--- src/design/eeprom_params.svh ---
`ifndef EEPROM_PARAMS_SVH
`define EEPROM_PARAMS_SVH

// command queue depth, also the host's credits after reset
`define CMD_DEPTH 4

// response buffer slots
`define RSP_DEPTH 2

// CLK cycles per half SCL period
`define SCL_HALF 4

`endif

--- src/design/eeprom_pkg.sv ---
`default_nettype none

package eeprom_pkg;

    // device type nibble of the control byte
    localparam logic [3:0] EEPROM_DEV_CODE = 4'b1010;

    typedef struct packed {
        logic        rd;    // 1 = read
        logic [10:0] addr;
        logic [7:0]  wdata;
    } eeprom_cmd_t;

    typedef struct packed {
        logic       rd;
        logic       nack;
        logic [7:0] rdata;  // zero for writes and nacked commands
    } eeprom_rsp_t;

    typedef enum logic [3:0] {
        s_idle,
        s_start,
        s_ctrl_wr,
        s_addr,
        s_wdata,
        s_restart,
        s_ctrl_rd,
        s_rdata,
        s_master_nack,
        s_stop
    } seq_state_e;

endpackage

`default_nettype wire

--- src/design/credit_fifo.sv ---
`default_nettype none

module credit_fifo #(
    parameter type T     = logic [7:0],
    parameter int  DEPTH = 4
) (
    input  wire  CLK,
    input  wire  RESET,
    input  wire  push,
    input  wire  pop,
    input  wire  T din,
    output T     dout,
    output logic not_empty,
    output logic not_full
);
    localparam int PTR_W = (DEPTH > 1) ? $clog2(DEPTH) : 1;
    localparam int CNT_W = $clog2(DEPTH + 1);

    T                 mem [DEPTH];
    logic [PTR_W-1:0] wr_ptr;
    logic [PTR_W-1:0] rd_ptr;
    logic [CNT_W-1:0] count;

    assign dout      = mem[rd_ptr];  // head is visible without a read cycle
    assign not_empty = (count != '0);
    assign not_full  = (count != CNT_W'(DEPTH));

    always_ff @(posedge CLK)
    begin
        if (push)
        begin
            mem[wr_ptr] <= din;
        end
    end

    always_ff @(posedge CLK)
    begin
        if (RESET)
        begin
            wr_ptr <= '0;
            rd_ptr <= '0;
            count  <= '0;
        end
        else
        begin
            if (push)
                wr_ptr <= (wr_ptr == PTR_W'(DEPTH - 1)) ? '0 : wr_ptr + 1'b1;
            if (pop)
                rd_ptr <= (rd_ptr == PTR_W'(DEPTH - 1)) ? '0 : rd_ptr + 1'b1;
            case ({push, pop})
                2'b10:   count <= count + 1'b1;
                2'b01:   count <= count - 1'b1;
                default: count <= count;
            endcase
        end
    end

    // the producer and consumer sit in other modules and must honour the flags
    no_overflow: assert property (@(posedge CLK) disable iff (RESET) push |-> not_full)
        else $error("credit_fifo: push while full");
    no_underflow: assert property (@(posedge CLK) disable iff (RESET) pop |-> not_empty)
        else $error("credit_fifo: pop while empty");

endmodule

`default_nettype wire

--- src/design/eeprom_ctrl_top.sv ---
`default_nettype none
`include "eeprom_params.svh"

module eeprom_ctrl_top (
    input  wire                     CLK,
    input  wire                     RESET,
    input  wire                     cmd_valid,
    input  wire eeprom_pkg::eeprom_cmd_t cmd,
    input  wire                     rsp_credit,
    input  wire                     scl_in,
    input  wire                     sda_in,
    output logic                    cmd_credit,
    output logic                    rsp_valid,
    output eeprom_pkg::eeprom_rsp_t rsp,
    output logic                    scl_oe,
    output logic                    sda_oe
);
    import eeprom_pkg::*;

    eeprom_cmd_t cmd_head;
    logic        cmd_ready;
    logic        rsp_push;
    eeprom_rsp_t seq_rsp;
    logic        rsp_room;

    // each pop frees a slot, so it doubles as the host credit
    credit_fifo #(
        .T     (eeprom_cmd_t),
        .DEPTH (`CMD_DEPTH)
    ) cmd_q (
        .CLK       (CLK),
        .RESET     (RESET),
        .push      (cmd_valid),
        .pop       (cmd_credit),
        .din       (cmd),
        .dout      (cmd_head),
        .not_empty (cmd_ready),
        .not_full  ()
    );

    i2c_eeprom_master seq (
        .CLK       (CLK),
        .RESET     (RESET),
        .cmd_ready (cmd_ready),
        .cmd       (cmd_head),
        .rsp_room  (rsp_room),
        .scl_in    (scl_in),
        .sda_in    (sda_in),
        .cmd_pop   (cmd_credit),
        .rsp_push  (rsp_push),
        .rsp       (seq_rsp),
        .scl_oe    (scl_oe),
        .sda_oe    (sda_oe)
    );

    eeprom_rsp_out rsp_out (
        .CLK        (CLK),
        .RESET      (RESET),
        .rsp_push   (rsp_push),
        .rsp_in     (seq_rsp),
        .rsp_credit (rsp_credit),
        .rsp_room   (rsp_room),
        .rsp_valid  (rsp_valid),
        .rsp        (rsp)
    );

endmodule

`default_nettype wire

--- src/design/eeprom_rsp_out.sv ---
`default_nettype none
`include "eeprom_params.svh"

module eeprom_rsp_out (
    input  wire                     CLK,
    input  wire                     RESET,
    input  wire                     rsp_push,
    input  wire eeprom_pkg::eeprom_rsp_t rsp_in,
    input  wire                     rsp_credit,
    output logic                    rsp_room,
    output logic                    rsp_valid,
    output eeprom_pkg::eeprom_rsp_t rsp
);
    import eeprom_pkg::*;

    localparam int CRED_W = $clog2(`RSP_DEPTH + 1);

    eeprom_rsp_t       head;
    logic              buf_valid;
    logic              pop;
    logic [CRED_W-1:0] credits;  // host slots currently free

    credit_fifo #(
        .T     (eeprom_rsp_t),
        .DEPTH (`RSP_DEPTH)
    ) rsp_buf (
        .CLK       (CLK),
        .RESET     (RESET),
        .push      (rsp_push),
        .pop       (pop),
        .din       (rsp_in),
        .dout      (head),
        .not_empty (buf_valid),
        .not_full  (rsp_room)
    );

    assign pop = buf_valid && (credits != '0);

    always_ff @(posedge CLK)
    begin
        if (RESET)
        begin
            credits   <= '0;
            rsp_valid <= 1'b0;
        end
        else
        begin
            rsp_valid <= pop;
            case ({rsp_credit, pop})
                2'b10:   credits <= credits + 1'b1;
                2'b01:   credits <= credits - 1'b1;
                default: credits <= credits;
            endcase
        end
    end

    always_ff @(posedge CLK)
    begin
        if (pop)
            rsp <= head;
    end

    // host never frees more slots than it has
    credit_bound: assert property (@(posedge CLK) disable iff (RESET)
        credits <= CRED_W'(`RSP_DEPTH))
        else $error("response credits above buffer depth");

endmodule

`default_nettype wire

--- src/design/i2c_eeprom_master.sv ---
`default_nettype none
`include "eeprom_params.svh"

module i2c_eeprom_master (
    input  wire                     CLK,
    input  wire                     RESET,
    input  wire                     cmd_ready,
    input  wire eeprom_pkg::eeprom_cmd_t cmd,
    input  wire                     rsp_room,
    input  wire                     scl_in,
    input  wire                     sda_in,
    output logic                    cmd_pop,
    output logic                    rsp_push,
    output eeprom_pkg::eeprom_rsp_t rsp,
    output logic                    scl_oe,
    output logic                    sda_oe
);
    import eeprom_pkg::*;

    localparam int DIV_W = $clog2(`SCL_HALF + 1);
    localparam int MID   = `SCL_HALF / 2;

    seq_state_e       state;
    eeprom_cmd_t      cmd_r;
    logic [DIV_W-1:0] cnt;
    logic             ph;        // 0 = scl low half, 1 = scl high half
    logic             half_end;
    logic             slot_end;
    logic             sample;
    logic             hold;
    logic             late_high;
    logic             sending;
    logic             ack_ok;
    logic [3:0]       bitn;      // 8 = ack slot
    logic [7:0]       sh;        // tx bits out, rx bits in
    logic             nack_r;
    logic             scl_drv;
    logic             sda_drv;

    assign half_end  = (cnt == DIV_W'(`SCL_HALF - 1));
    assign slot_end  = half_end && ph;
    assign sample    = ph && (cnt == DIV_W'(MID));  // middle of scl high
    assign hold      = !ph && (cnt == '0);          // sda moves one cycle after scl falls
    assign late_high = ph && (cnt >= DIV_W'(MID));
    assign sending   = state inside {s_ctrl_wr, s_addr, s_wdata, s_ctrl_rd};
    assign ack_ok    = scl_in && !sda_in;

    assign cmd_pop  = (state == s_idle) && cmd_ready && rsp_room;
    assign rsp_push = (state == s_stop) && slot_end;
    assign rsp      = '{rd: cmd_r.rd,
                        nack: nack_r,
                        rdata: (cmd_r.rd && !nack_r) ? sh : 8'h00};

    always_comb
    begin
        scl_drv = !ph && !(state inside {s_idle, s_start});
        case (state)
            s_start, s_restart:
                sda_drv = hold ? sda_oe : late_high;   // sda falls with scl high
            s_stop:
                sda_drv = hold ? sda_oe : !late_high;  // sda rises with scl high
            s_ctrl_wr, s_addr, s_wdata, s_ctrl_rd:
                sda_drv = hold ? sda_oe : ((bitn != 4'd8) && !sh[7]);
            default:
                sda_drv = 1'b0;  // idle, read bits, master nack
        endcase
    end

    always_ff @(posedge CLK)
    begin
        if (RESET)
        begin
            scl_oe <= 1'b0;
            sda_oe <= 1'b0;
        end
        else
        begin
            scl_oe <= scl_drv;
            sda_oe <= sda_drv;
        end
    end

    always_ff @(posedge CLK)
    begin
        if (RESET || state == s_idle)
        begin
            cnt <= '0;
            ph  <= 1'b0;
        end
        else if (half_end)
        begin
            cnt <= '0;
            ph  <= !ph;
        end
        else
        begin
            cnt <= cnt + 1'b1;
        end
    end

    always_ff @(posedge CLK)
    begin
        if (RESET)
        begin
            state  <= s_idle;
            bitn   <= '0;
            nack_r <= 1'b0;
        end
        else if (cmd_pop)
        begin
            cmd_r  <= cmd;
            state  <= s_start;
            bitn   <= '0;
            nack_r <= 1'b0;
        end
        else
        begin
            if (sample && sending && bitn == 4'd8 && !ack_ok)
                nack_r <= 1'b1;
            if (sample && state == s_rdata)
                sh <= {sh[6:0], sda_in};
            if (slot_end)
            begin
                case (state)
                    s_start:
                    begin
                        sh    <= {EEPROM_DEV_CODE, cmd_r.addr[10:8], 1'b0};
                        state <= s_ctrl_wr;
                    end
                    s_ctrl_wr, s_addr, s_wdata, s_ctrl_rd:
                    begin
                        if (bitn != 4'd8)
                        begin
                            sh   <= {sh[6:0], 1'b0};
                            bitn <= bitn + 4'd1;
                        end
                        else if (nack_r)
                        begin
                            bitn  <= '0;
                            state <= s_stop;
                        end
                        else
                        begin
                            bitn <= '0;
                            case (state)
                                s_ctrl_wr:
                                begin
                                    sh    <= cmd_r.addr[7:0];
                                    state <= s_addr;
                                end
                                s_addr:
                                begin
                                    sh    <= cmd_r.wdata;
                                    state <= cmd_r.rd ? s_restart : s_wdata;
                                end
                                s_ctrl_rd:
                                    state <= s_rdata;
                                default:
                                    state <= s_stop;
                            endcase
                        end
                    end
                    s_restart:
                    begin
                        sh    <= {EEPROM_DEV_CODE, cmd_r.addr[10:8], 1'b1};
                        state <= s_ctrl_rd;
                    end
                    s_rdata:
                    begin
                        bitn <= bitn + 4'd1;
                        if (bitn == 4'd7)
                            state <= s_master_nack;
                    end
                    s_master_nack:
                        state <= s_stop;
                    default:
                        state <= s_idle;
                endcase
            end
        end
    end

    // data edges only while scl is held low, start and stop excepted
    sda_edge_scl_low: assert property (@(posedge CLK) disable iff (RESET)
        $changed(sda_oe) |-> scl_oe || ($past(state) inside {s_start, s_restart, s_stop}))
        else $error("sda changed with scl high outside start/stop");

    // room is checked once at idle, so the buffer must still have it at the end
    push_has_room: assert property (@(posedge CLK) disable iff (RESET) rsp_push |-> rsp_room)
        else $error("response pushed without room");

endmodule

`default_nettype wire

--- config.mk ---
export PLATFORM = sky130hd
export DESIGN_NAME = eeprom_ctrl_top
export DESIGN_NICKNAME = d
export VERILOG_FILES = /design/src/design/eeprom_pkg.sv /design/src/design/credit_fifo.sv /design/src/design/eeprom_ctrl_top.sv /design/src/design/eeprom_rsp_out.sv /design/src/design/i2c_eeprom_master.sv
export VERILOG_INCLUDE_DIRS = /design/src /design/src/design
export SDC_FILE = /design/constraint.sdc
export NUM_CORES = 1
export LEC_CHECK = 0
export ABC_AREA = 1
export BUFFER_PORTS_ARGS = -buffer_cell sky130_fd_sc_hd__buf_2
export CAP_MARGIN = 20
export CORE_MARGIN = 2
export CORE_UTILIZATION = 40
export DETAILED_ROUTE_END_ITERATION = 10
export GPL_TIMING_DRIVEN = 0
export SYNTH_ARGS = -nofsm -noshare
export SYNTH_HDL_FRONTEND = slang
export SYNTH_SLANG_ARGS = --single-unit
--- constraint.sdc ---
create_clock -name CLK -period 2 [get_ports CLK]
set_input_delay 0.1 -clock CLK [delete_from_list [all_inputs] [get_ports CLK]]
set_output_delay 0.1 -clock CLK [all_outputs]
set_load 0.01 [all_outputs]
==> impl_metrics.ini, run 1 <==
[cells_and_area]
seq_area_um2 = 4740
syn_to_final_growth_pct = 20.9
num_antenna_cells = 0
layout-drive-gt1-share_pct = 17.9
nets = 782
post-route-util_pct = 49.3
n_fill_cell = 1522
multiInputGateArea_um2 = 2050

[floorplan]
io_pins = 40
die_w_um = 137
dieArea_um2 = 18700
core_um2 = 17200
start_util_pct = 40.8
die_h_um = 137
rows = 48

[global_route]
grt_max_degree = 22
grt_pass1_wl_um = 23200
antenna_found_initial = 0
grt_pass1_vias = 4708
grt_use_total_pct = 16.5
overflow = 0

[detailed_routing]
dr.pass1.iters = 7
final_antenna_net_count = 0
drt_iter0_markers = 327
wl_per_cell_um = 15.2
vias = 4938
viasPerCell = 5.04
drc_errors = 0
routed_wl_um = 14900

[sta]
min_period_ns = 1.96
clock_skew_ns = 0.0134
rsz0062_at_grt = yes
fmax_mhz = 509
fin_crit_sh_pct = 98.2
tns_ns = 0
worst_pin_slew_ns = 0.936
slew_headroom_pct = 37.6
slew_viol_final = 0
finalSetupViolCount = 0
hold_viol = 0

[yosys]
ys_seq_area_share_pct = 67.2
postSynthRegisterBits = 167
synth_flop_cell = edfxtp_1
netlist_instances = 650
synth_cell_types = 34
synth.avg_cell_area_um2 = 10.8
synth_area_leader_cell = edfxtp_1
synth_edf_count = 138
syn_area_um2 = 7030
syn-num-nets = 691
yosysWarnings = 0
synth_common_cells = edfxtp_1 (138), nand2_1 (121), nor2_1 (83)
synth_top_area_share_pct = 59.0
async_reset_ff_share_pct = 0
yosys-top-cells-area = edfxtp_1 (59%), dfxtp_1 (8.3%), nand2_1 (6.5%), o21ai_0 (4.6%), nor2_1 (4.4%)
synth.most_common_cell = edfxtp_1

[cts]
h-tree-depth = 4
clkLatencyLatePin_ns = 0.43
cts_root_buf = clkbuf_16
clockBufferDepth = 2
clock_sinks = 167
cts_tree = built
clkTransAtPathRegs_ns = 0.07
cts_buffers = 17

[run]
maxCapViolCount = 0

[placement]
io_buffer_count = 39
gp_congestion = 0.919
hpwl_um = 9760

[setup_path]
critPathRequiredTime_ns = 2.33
worstSetupStartpointType = flip-flop
critPathMaxFanout = 5
crit_arrival_ns = 2.29
end_kind = flip-flop
criticalPathCategory = reg2reg

[run_status]
status = completed

[pwr]
design_power_total_mw = 9.43
p_per_area_nw_per_um2 = 1110
cellLeakagePower_nw = 3.30
power.switching_mw = 2.89
clockPowerShare_pct = 33.5
pwr-share-comb_pct = 19.6
power.internal_mw = 6.54
seqPwrFrac_pct = 46.9
ir_drop_mv = 0.649
swShare_pct = 30.6

[min_path]
holdCritPathClass = in2reg
## through the flow
stage / cells / cell area [um^2] / setup WS, ns / hold slack, ns
2_1_floorplan: 650 / 7040 / 0.00777 / 0.169
3_3_place_gp: 914 / 7510 / -0.201 / 0.308
3_5_place_dp: 914 / 7510 / -0.279 / 0.315
4_1_cts: 968 / 8340 / -0.110 / 0.0199
5_1_grt: 979 / 8500 / -0.0739 / 0.0369
6_report: 979 / 8500 / 0.0357 / 0.0375
## flip-flops by register name, indices dropped and copies added, names as in the netlist, 3 cells and up
name / cells
cmd_q.mem: 80
rsp_out.rsp_buf.mem: 20
seq.cmd_r: 19
rsp_out.rsp: 10
seq.sh: 8
seq.bitn: 4
seq.state: 4
cmd_q.count: 3
seq.cnt: 3
## layout make-up
| class | instances | share of cell area [%] |
|---|---|---|
| Clock inverter | 15 | 1.85 |
| Multi-Input combinational cell | 398 | 24.1 |
| Sequential cell | 167 | 55.8 |
| Buffer | 18 | 0.927 |
| Clock buffer | 17 | 5.01 |
| Timing Repair Buffer | 72 | 5.83 |
| Inverter | 67 | 3.15 |
| Tap cell | 225 | 3.31 |
## worst max-delay path: stages (launching register included)
cell	delay, ns
dfxtp_4	0.38
inv_4	0.08
nand2_4	0.06
nor2_4	0.15
o21ai_4	0.09
nor2_4	0.15
ha_4	0.15
inv_4	0.03
fa_2	0.37
a21oi_2	0.14
o21ai_2	0.07
o21ai_1	0.14
a21oi_1	0.05
## final timing paths
| check | startpoint | endpoint | slack, ns | cells past startpoint |
|---|---|---|---|---|
| setup / recovery | seq.state[3]$_SDFFE_PN0P_ | cmd_q.count[2]$_SDFFE_PP0P_ | 0.04 | 12 |
| hold / removal | scl_in | seq.nack_r$_SDFFE_PN0P_ | 0.04 | 4 |
| setup reg to reg | seq.state[3]$_SDFFE_PN0P_ | cmd_q.count[2]$_SDFFE_PP0P_ | 0.04 | 12 |
| hold reg to reg | seq.cnt[0]$_SDFF_PP0_ | seq.cnt[0]$_SDFF_PP0_ | 0.43 | 1 |
## cells by family after synthesis
kind of cell,share of synthesized area (%)
compound gates,10.3
fa+ha+maj,2.78
buf+inv,4.70
flops,67.2
simple gates,15.0
## cell usage in the layout, fill, tap and decap left out, types with 2 or more instances in the layout
master and instances:
nand4_1 3, nor2_1 79, inv_2 4, inv_1 57, clkinv_2 2, nor3_1 8, nand2_1 117, buf_4 13
nand2_4 3, ha_1 13, o21ai_2 4, buf_2 39, clkinvlp_4 2, o21ai_1 6, nand2_2 8, nor2_2 5
inv_8 5, inv_4 5, dfxtp_1 23, o22ai_1 20, clkbuf_16 17, nor2_4 6, nand3_1 17, dlygate4sd3_1 21
a21oi_1 31, clkbuf_1 16, dfxtp_4 4, clkinv_4 3, clkinv_8 3, dfxtp_2 2, o21ai_0 63, edfxtp_1 138
## power by group through the flow
stage | combinational (mW) | clock [mW] | sequential [mW]
2_1_floorplan | 1.10 | 0 | 4.45
3_3_place_gp | 1.60 | 0 | 4.50
3_5_place_dp | 1.65 | 0 | 4.51
4_1_cts | 1.73 | 3.22 | 4.43
5_1_grt | 2.05 | 3.36 | 4.47
6_report | 1.85 | 3.16 | 4.43
## layer usage
metal	track usage [%]	wire, um	vias to the layer above
li1	-	-	2427
met1	19.8	6420	2366
met2	29.5	7600	126
met3	3.59	670	19
met4	5.50	180	0
met5	0	0	-
## what timing repair did
action | in CTS | in global routing
setup endpoints to repair | 45 | 48
resized for setup | 11 | 27
hold buffers | 21 | 0
hold endpoints to repair | 84 | 0
pin swaps | 1 | 7
setup buffers | 1 | 11
Power figures use the tool's default switching activity.
==> run 2, diff against run 1 <==
--- a/config.mk
+++ b/config.mk
@@ -6,7 +6,6 @@
 export SDC_FILE = /design/constraint.sdc
 export NUM_CORES = 1
 export LEC_CHECK = 0
-export ABC_AREA = 1
 export BUFFER_PORTS_ARGS = -buffer_cell sky130_fd_sc_hd__buf_2
 export CAP_MARGIN = 20
 export CORE_MARGIN = 2
@@ -15,4 +14,5 @@
 export GPL_TIMING_DRIVEN = 0
 export SYNTH_ARGS = -nofsm -noshare
 export SYNTH_HDL_FRONTEND = slang
+export SYNTH_HIERARCHICAL = 1
 export SYNTH_SLANG_ARGS = --single-unit
==> run 2 against run 1 <==
The run now ends with setup timing left; clock-buffer cell count up 1; sequential share of layout area fell by 1.3 points; via count shrank 15%; wire length down 9.0%; largest cell class unchanged; hold slack gained 0.0041 ns; combinational power up 4%; largest power group unchanged; critical path depth decreased by 2; sequential cell count increased by 3; clock skew decreased by 0.0016 ns; synthesized area grew 1.0%; core utilization up 1.4 points.
==> impl_metrics.ini, run 2 <==
[cells_and_area]
post-route-util_pct = 50.7
top_regs = cmd_q/mem (80), rsp_out/rsp_buf/mem (20), seq/cmd_r (19)
layout-drive-gt1-share_pct = 29.6
most-common-layout-cells = edfxtp_1 (138), buf_2 (45), nor2_1 (25), dfxtp_1 (25), dlygate4sd3_1 (21)
num_antenna_cells = 0
multiInputGateArea_um2 = 2260
stdcell_area_um2 = 8800
syn_to_final_growth_pct = 24.0
final_common_cell = edfxtp_1
nets = 599
largest_reg_flops = 80
seq_area_um2 = 4800
n_fill_cell = 1432
top_register = cmd_q/mem

[sta]
hold_viol = 0
slew_viol_final = 0
slew_headroom_pct = 58.4
min_period_ns = 2.07
worst_pin_slew_ns = 0.622
clock_skew_ns = 0.0119
finalSetupViolCount = 1
rsz0062_at_grt = yes
layout_setup_ws_ns = -0.0659
fin_crit_sh_pct = 103
fmax_mhz = 484

[setup_path]
slowest_stage = dfxtp_2
cp_num_buf_inv = 3
r2r_start = seq/state[3]$_SDFFE_PN0P_
critPathMaxFanout = 8
crit_arrival_ns = 2.43
criticalPathCategory = reg2reg
worstSetupStartpointType = flip-flop
critPathTopFamily = simple AND/OR/NAND/NOR gates
critPathRequiredTime_ns = 2.36
end_kind = flip-flop
cpPeakStageDelay_ns = 0.33
crit_chain = buf_6, nor4_4, nand3_2, inv_4, ha_4, inv_2, fa_2, xor2_1, or3_1, a21oi_1
cp-startpoint = seq/state[3]$_SDFFE_PN0P_

[floorplan]
dieArea_um2 = 18800
core_um2 = 17400
rows = 48
die_w_um = 137
start_util_pct = 40.9
die_h_um = 137
io_pins = 40

[placement]
hpwl_um = 8830
gp_congestion = 0.851
place_area_um2 = 7630
io_buffer_count = 39

[run_status]
status = complete, but fails checks
violations = setup timing

[detailed_routing]
drc_errors = 0
drt_iter0_markers = 219
vias = 4178
wl_per_cell_um = 17.0
final_antenna_net_count = 0
dr.pass1.iters = 4
routed_wl_um = 13500
viasPerCell = 5.25

[cts]
clockBufferDepth = 2
clkTransAtPathRegs_ns = 0.07
cts_root_buf = clkbuf_16
h-tree-depth = 4
cts_buffers = 17
clock_sinks = 170
clkLatencyLatePin_ns = 0.43
cts_tree = built

[global_route]
antenna_found_initial = 0
grt_use_total_pct = 15.3
grt_pass1_vias = 4194
grt_pass1_wl_um = 21400
grt_max_degree = 21
overflow = 0

[pwr]
ir_drop_mv = 0.951
p_per_area_nw_per_um2 = 1100
cellLeakagePower_nw = 3.09

[yosys]
netlist_instances = 462
yosysWarnings = 6
synth.avg_cell_area_um2 = 15.4
syn_area_um2 = 7100
syn-num-nets = 503

[min_path]
holdCritPathClass = in2reg
min_from = RESET

[run]
maxCapViolCount = 0
run 2: worst paths after layout:
check                                                  endpoint  slack [ns]  cells after the start
worst max-delay path                cmd_q/count[2]$_SDFFE_PP0P_       -0.07                     10
worst min register to register            seq/cnt[0]$_SDFF_PP0_        0.42                      1
worst max register to register      cmd_q/count[2]$_SDFFE_PP0P_       -0.07                     10
worst min-delay path            rsp_out/credits[0]$_SDFFE_PP0P_        0.04                      2
run 2: cell type report:
type                       count  share of cell area, %
buffer                        21                   2.00
clock buffer                  18                   4.87
clock inverter                14                   1.76
inverter                      17                  0.753
multi-input combinational    252                   25.7
sequential                   170                   54.5
tap                          225                   3.20
timing repair buffer          79                   7.19
run 2: routing by layer:
layer  up-vias  wire, um  global-route usage [%]
met5         -         0                       0
met4         0       192                    5.15
met2        86      6790                    26.0
met1      2083      6050                    19.1
li1       1994         -                       -
met3        15       497                    4.05
run 2: worst reg2reg max path: cells and delay by family (launching register included):
family          cells  cell delay [ns]
xor+xnor            1             0.15
compound gates      1             0.12
flops               1             0.33
simple gates        3             0.70
fa+ha+maj           2             0.45
buf+inv             3             0.24
run 2: power by group:
part           leakage, nW  internal (mW)  switching [mW]
logic                 1.28          0.929            1.00
registers             1.53           4.30           0.195
clock network        0.282           1.77            1.46
run 2: repair_timing:
action,in CTS,in global routing
pin swaps,7,3
resized for setup,33,29
endpoints found under the hold margin,81,0
hold buffers,21,0
endpoints found under the setup margin,35,23
setup buffers,8,6
run 2: stage by stage:
step	cells	setup WS, ns	TNS [ns]	hold WS, ns	total power, mW
3_5_place_dp	727	-0.430	-6.34	0.317	6.29
4_1_cts	787	-0.0641	-0.0683	0.0359	9.65
6_report	796	-0.0659	-0.0659	0.0416	9.66
2_1_floorplan	462	-0.240	-5.03	0.169	5.77
5_1_grt	796	-0.180	-0.255	0.0452	10.1
3_3_place_gp	726	-0.748	-20.04	0.309	6.21
==> run 3, diff against run 2 <==
--- a/config.mk
+++ b/config.mk
@@ -12,6 +12,7 @@
 export CORE_UTILIZATION = 40
 export DETAILED_ROUTE_END_ITERATION = 10
 export GPL_TIMING_DRIVEN = 0
+export REMOVE_ABC_BUFFERS = 1
 export SYNTH_ARGS = -nofsm -noshare
 export SYNTH_HDL_FRONTEND = slang
 export SYNTH_HIERARCHICAL = 1
==> run 3 against run 2 <==
The flow still finishes with violations (setup timing); critical path depth fell by 1; via count is 0.26% higher; first-iteration DRC count down 0.46%; setup slack worse by 0.027 ns; register-to-register slack worse by 0.03 ns; maximum frequency is 1.3% lower; non-clock buffer count is 14 lower; sequential power rose by 4.7%; critical path type unchanged; critical endpoint unchanged.
==> impl_metrics.ini, run 3 (synthesis gave the netlist of run 2 again) <==
[run_status]
status = complete, but fails checks
violations = setup timing

[cts]
clockBufferDepth = 2
cts_root_buf = clkbuf_16
h-tree-depth = 4
cts_buffers = 17
clock_sinks = 170
cts_tree = built
clkLatencyLatePin_ns = 0.42
clkTransAtPathRegs_ns = 0.06

[pwr]
cellLeakagePower_nw = 2.98
p_per_area_nw_per_um2 = 1070
design_power_total_mw = 9.37
ir_drop_mv = 0.735

[floorplan]
io_pins = 40
start_util_pct = 40.9
dieArea_um2 = 18800
die_w_um = 137
rows = 48
core_um2 = 17400
die_h_um = 137

[setup_path]
end_kind = flip-flop
criticalPathCategory = reg2reg
critPathCapture = cmd_q/count[2]$_SDFFE_PP0P_
worstSetupStartpointType = flip-flop
cp-startpoint = seq/state[3]$_SDFFE_PN0P_
r2r_start = seq/state[3]$_SDFFE_PN0P_
r2r_end = cmd_q/count[2]$_SDFFE_PP0P_
r2r_slack_ns = -0.09
critPathRequiredTime_ns = 2.35
critPathMaxFanout = 2
ff2ff_path_depth = 9
crit_arrival_ns = 2.44

[global_route]
grt_max_degree = 25
grt_pass1_wl_um = 21800
grt_use_total_pct = 15.5
grt_pass1_vias = 4347
antenna_found_initial = 0
overflow = 0

[cells_and_area]
syn_to_final_growth_pct = 22.7
layout-drive-gt1-share_pct = 27.8
top_regs = cmd_q/mem (80), rsp_out/rsp_buf/mem (20), seq/cmd_r (19)
top_register = cmd_q/mem
most-common-layout-cells = edfxtp_1 (138), buf_2 (39), nor2_1 (26)
largest_reg_flops = 80
final_common_cell = edfxtp_1
n_fill_cell = 1440
nets = 587
num_antenna_cells = 0
stdcell_area_um2 = 8720

[sta]
hold_ws_ns = 0.0102
layout_setup_ws_ns = -0.0927
hold_viol = 0
fmax_mhz = 478
finalSetupViolCount = 3
rsz0062_at_grt = yes
min_period_ns = 2.09
slew_headroom_pct = 26.5
tns_ns = -0.161
slew_viol_final = 0
clock_skew_ns = 0.00779
worst_pin_slew_ns = 1.10
fin_crit_sh_pct = 105

[detailed_routing]
drc_errors = 0
vias = 4189
wl_per_cell_um = 17.4
routed_wl_um = 13600
drt_iter0_markers = 218
viasPerCell = 5.35
final_antenna_net_count = 0
dr.pass1.iters = 4

[placement]
io_buffer_count = 39
place_area_um2 = 7470
hpwl_um = 8100
gp_congestion = 0.778
dp_slack_ns = -1.06

[min_path]
holdCritPathClass = in2reg

[run]
maxCapViolCount = 0
[run 3: final cells by class]
type                            instances  area, um^2  area share [%]
Inverter                               17        63.8           0.732
Sequential cell                       170        4800            55.1
Timing Repair Buffer                   86         684            7.85
Clock inverter                         12         116            1.33
Tap cell                              225         282            3.23
Clock buffer                           19         433            4.97
Multi-Input combinational cell        254        2330            26.8
[run 3: worst min path at each step]
stage	end	depth (start not counted)	from
detailed placement	cmd_q/mem[3][19]$_DFFE_PP_	1	cmd[19]
finish	cmd_q/wr_ptr[1]$_SDFFE_PP0P_	3	cmd_valid
floorplan	cmd_q/count[2]$_SDFFE_PP0P_	1	RESET
CTS	cmd_q/wr_ptr[1]$_SDFFE_PP0P_	3	cmd_valid
global placement	cmd_q/mem[1][14]$_DFFE_PP_	1	cmd[14]
global route	cmd_q/wr_ptr[1]$_SDFFE_PP0P_	3	cmd_valid
[run 3: per-stage QoR]
stage | std cells | utilization, %
CTS | 770 | 48.9
global route | 783 | 50.2
finish | 783 | 50.2
global placement | 703 | 42.9
detailed placement | 704 | 43.0
floorplan | 439 | -
[run 3: power by group]
part	total, mW	internal, mW	switching, mW
clock	3.06	1.72	1.33
combinational	1.61	0.841	0.770
sequential	4.70	4.30	0.399
total	9.37	6.87	2.50
[run 3: what timing repair did]
item                                    CTS  global route
hold buffers                             20             0
pin swaps                                 6            10
setup buffers                            14             8
endpoints found under the setup margin   77            11
cloned                                    1             1
hold endpoints to repair                 80             0
gates resized for setup                  38            15
[run 3: metal layers]
metal	wire length (um)	vias up	global-route usage, %
li1	-	1968	-
met1	6070	2105	18.8
met2	6820	104	26.6
met3	569	12	4.01
met4	187	0	5.67
met5	0	-	0
[run 3: critical path: stages, from the launching register on]
cell     delay [ns]
dfxtp_4        0.36
nor4_4         0.32
nand3_2        0.14
inv_2          0.09
ha_4           0.13
inv_2          0.04
fa_2           0.33
xor2_1         0.15
or3_1          0.33
a21oi_2        0.13
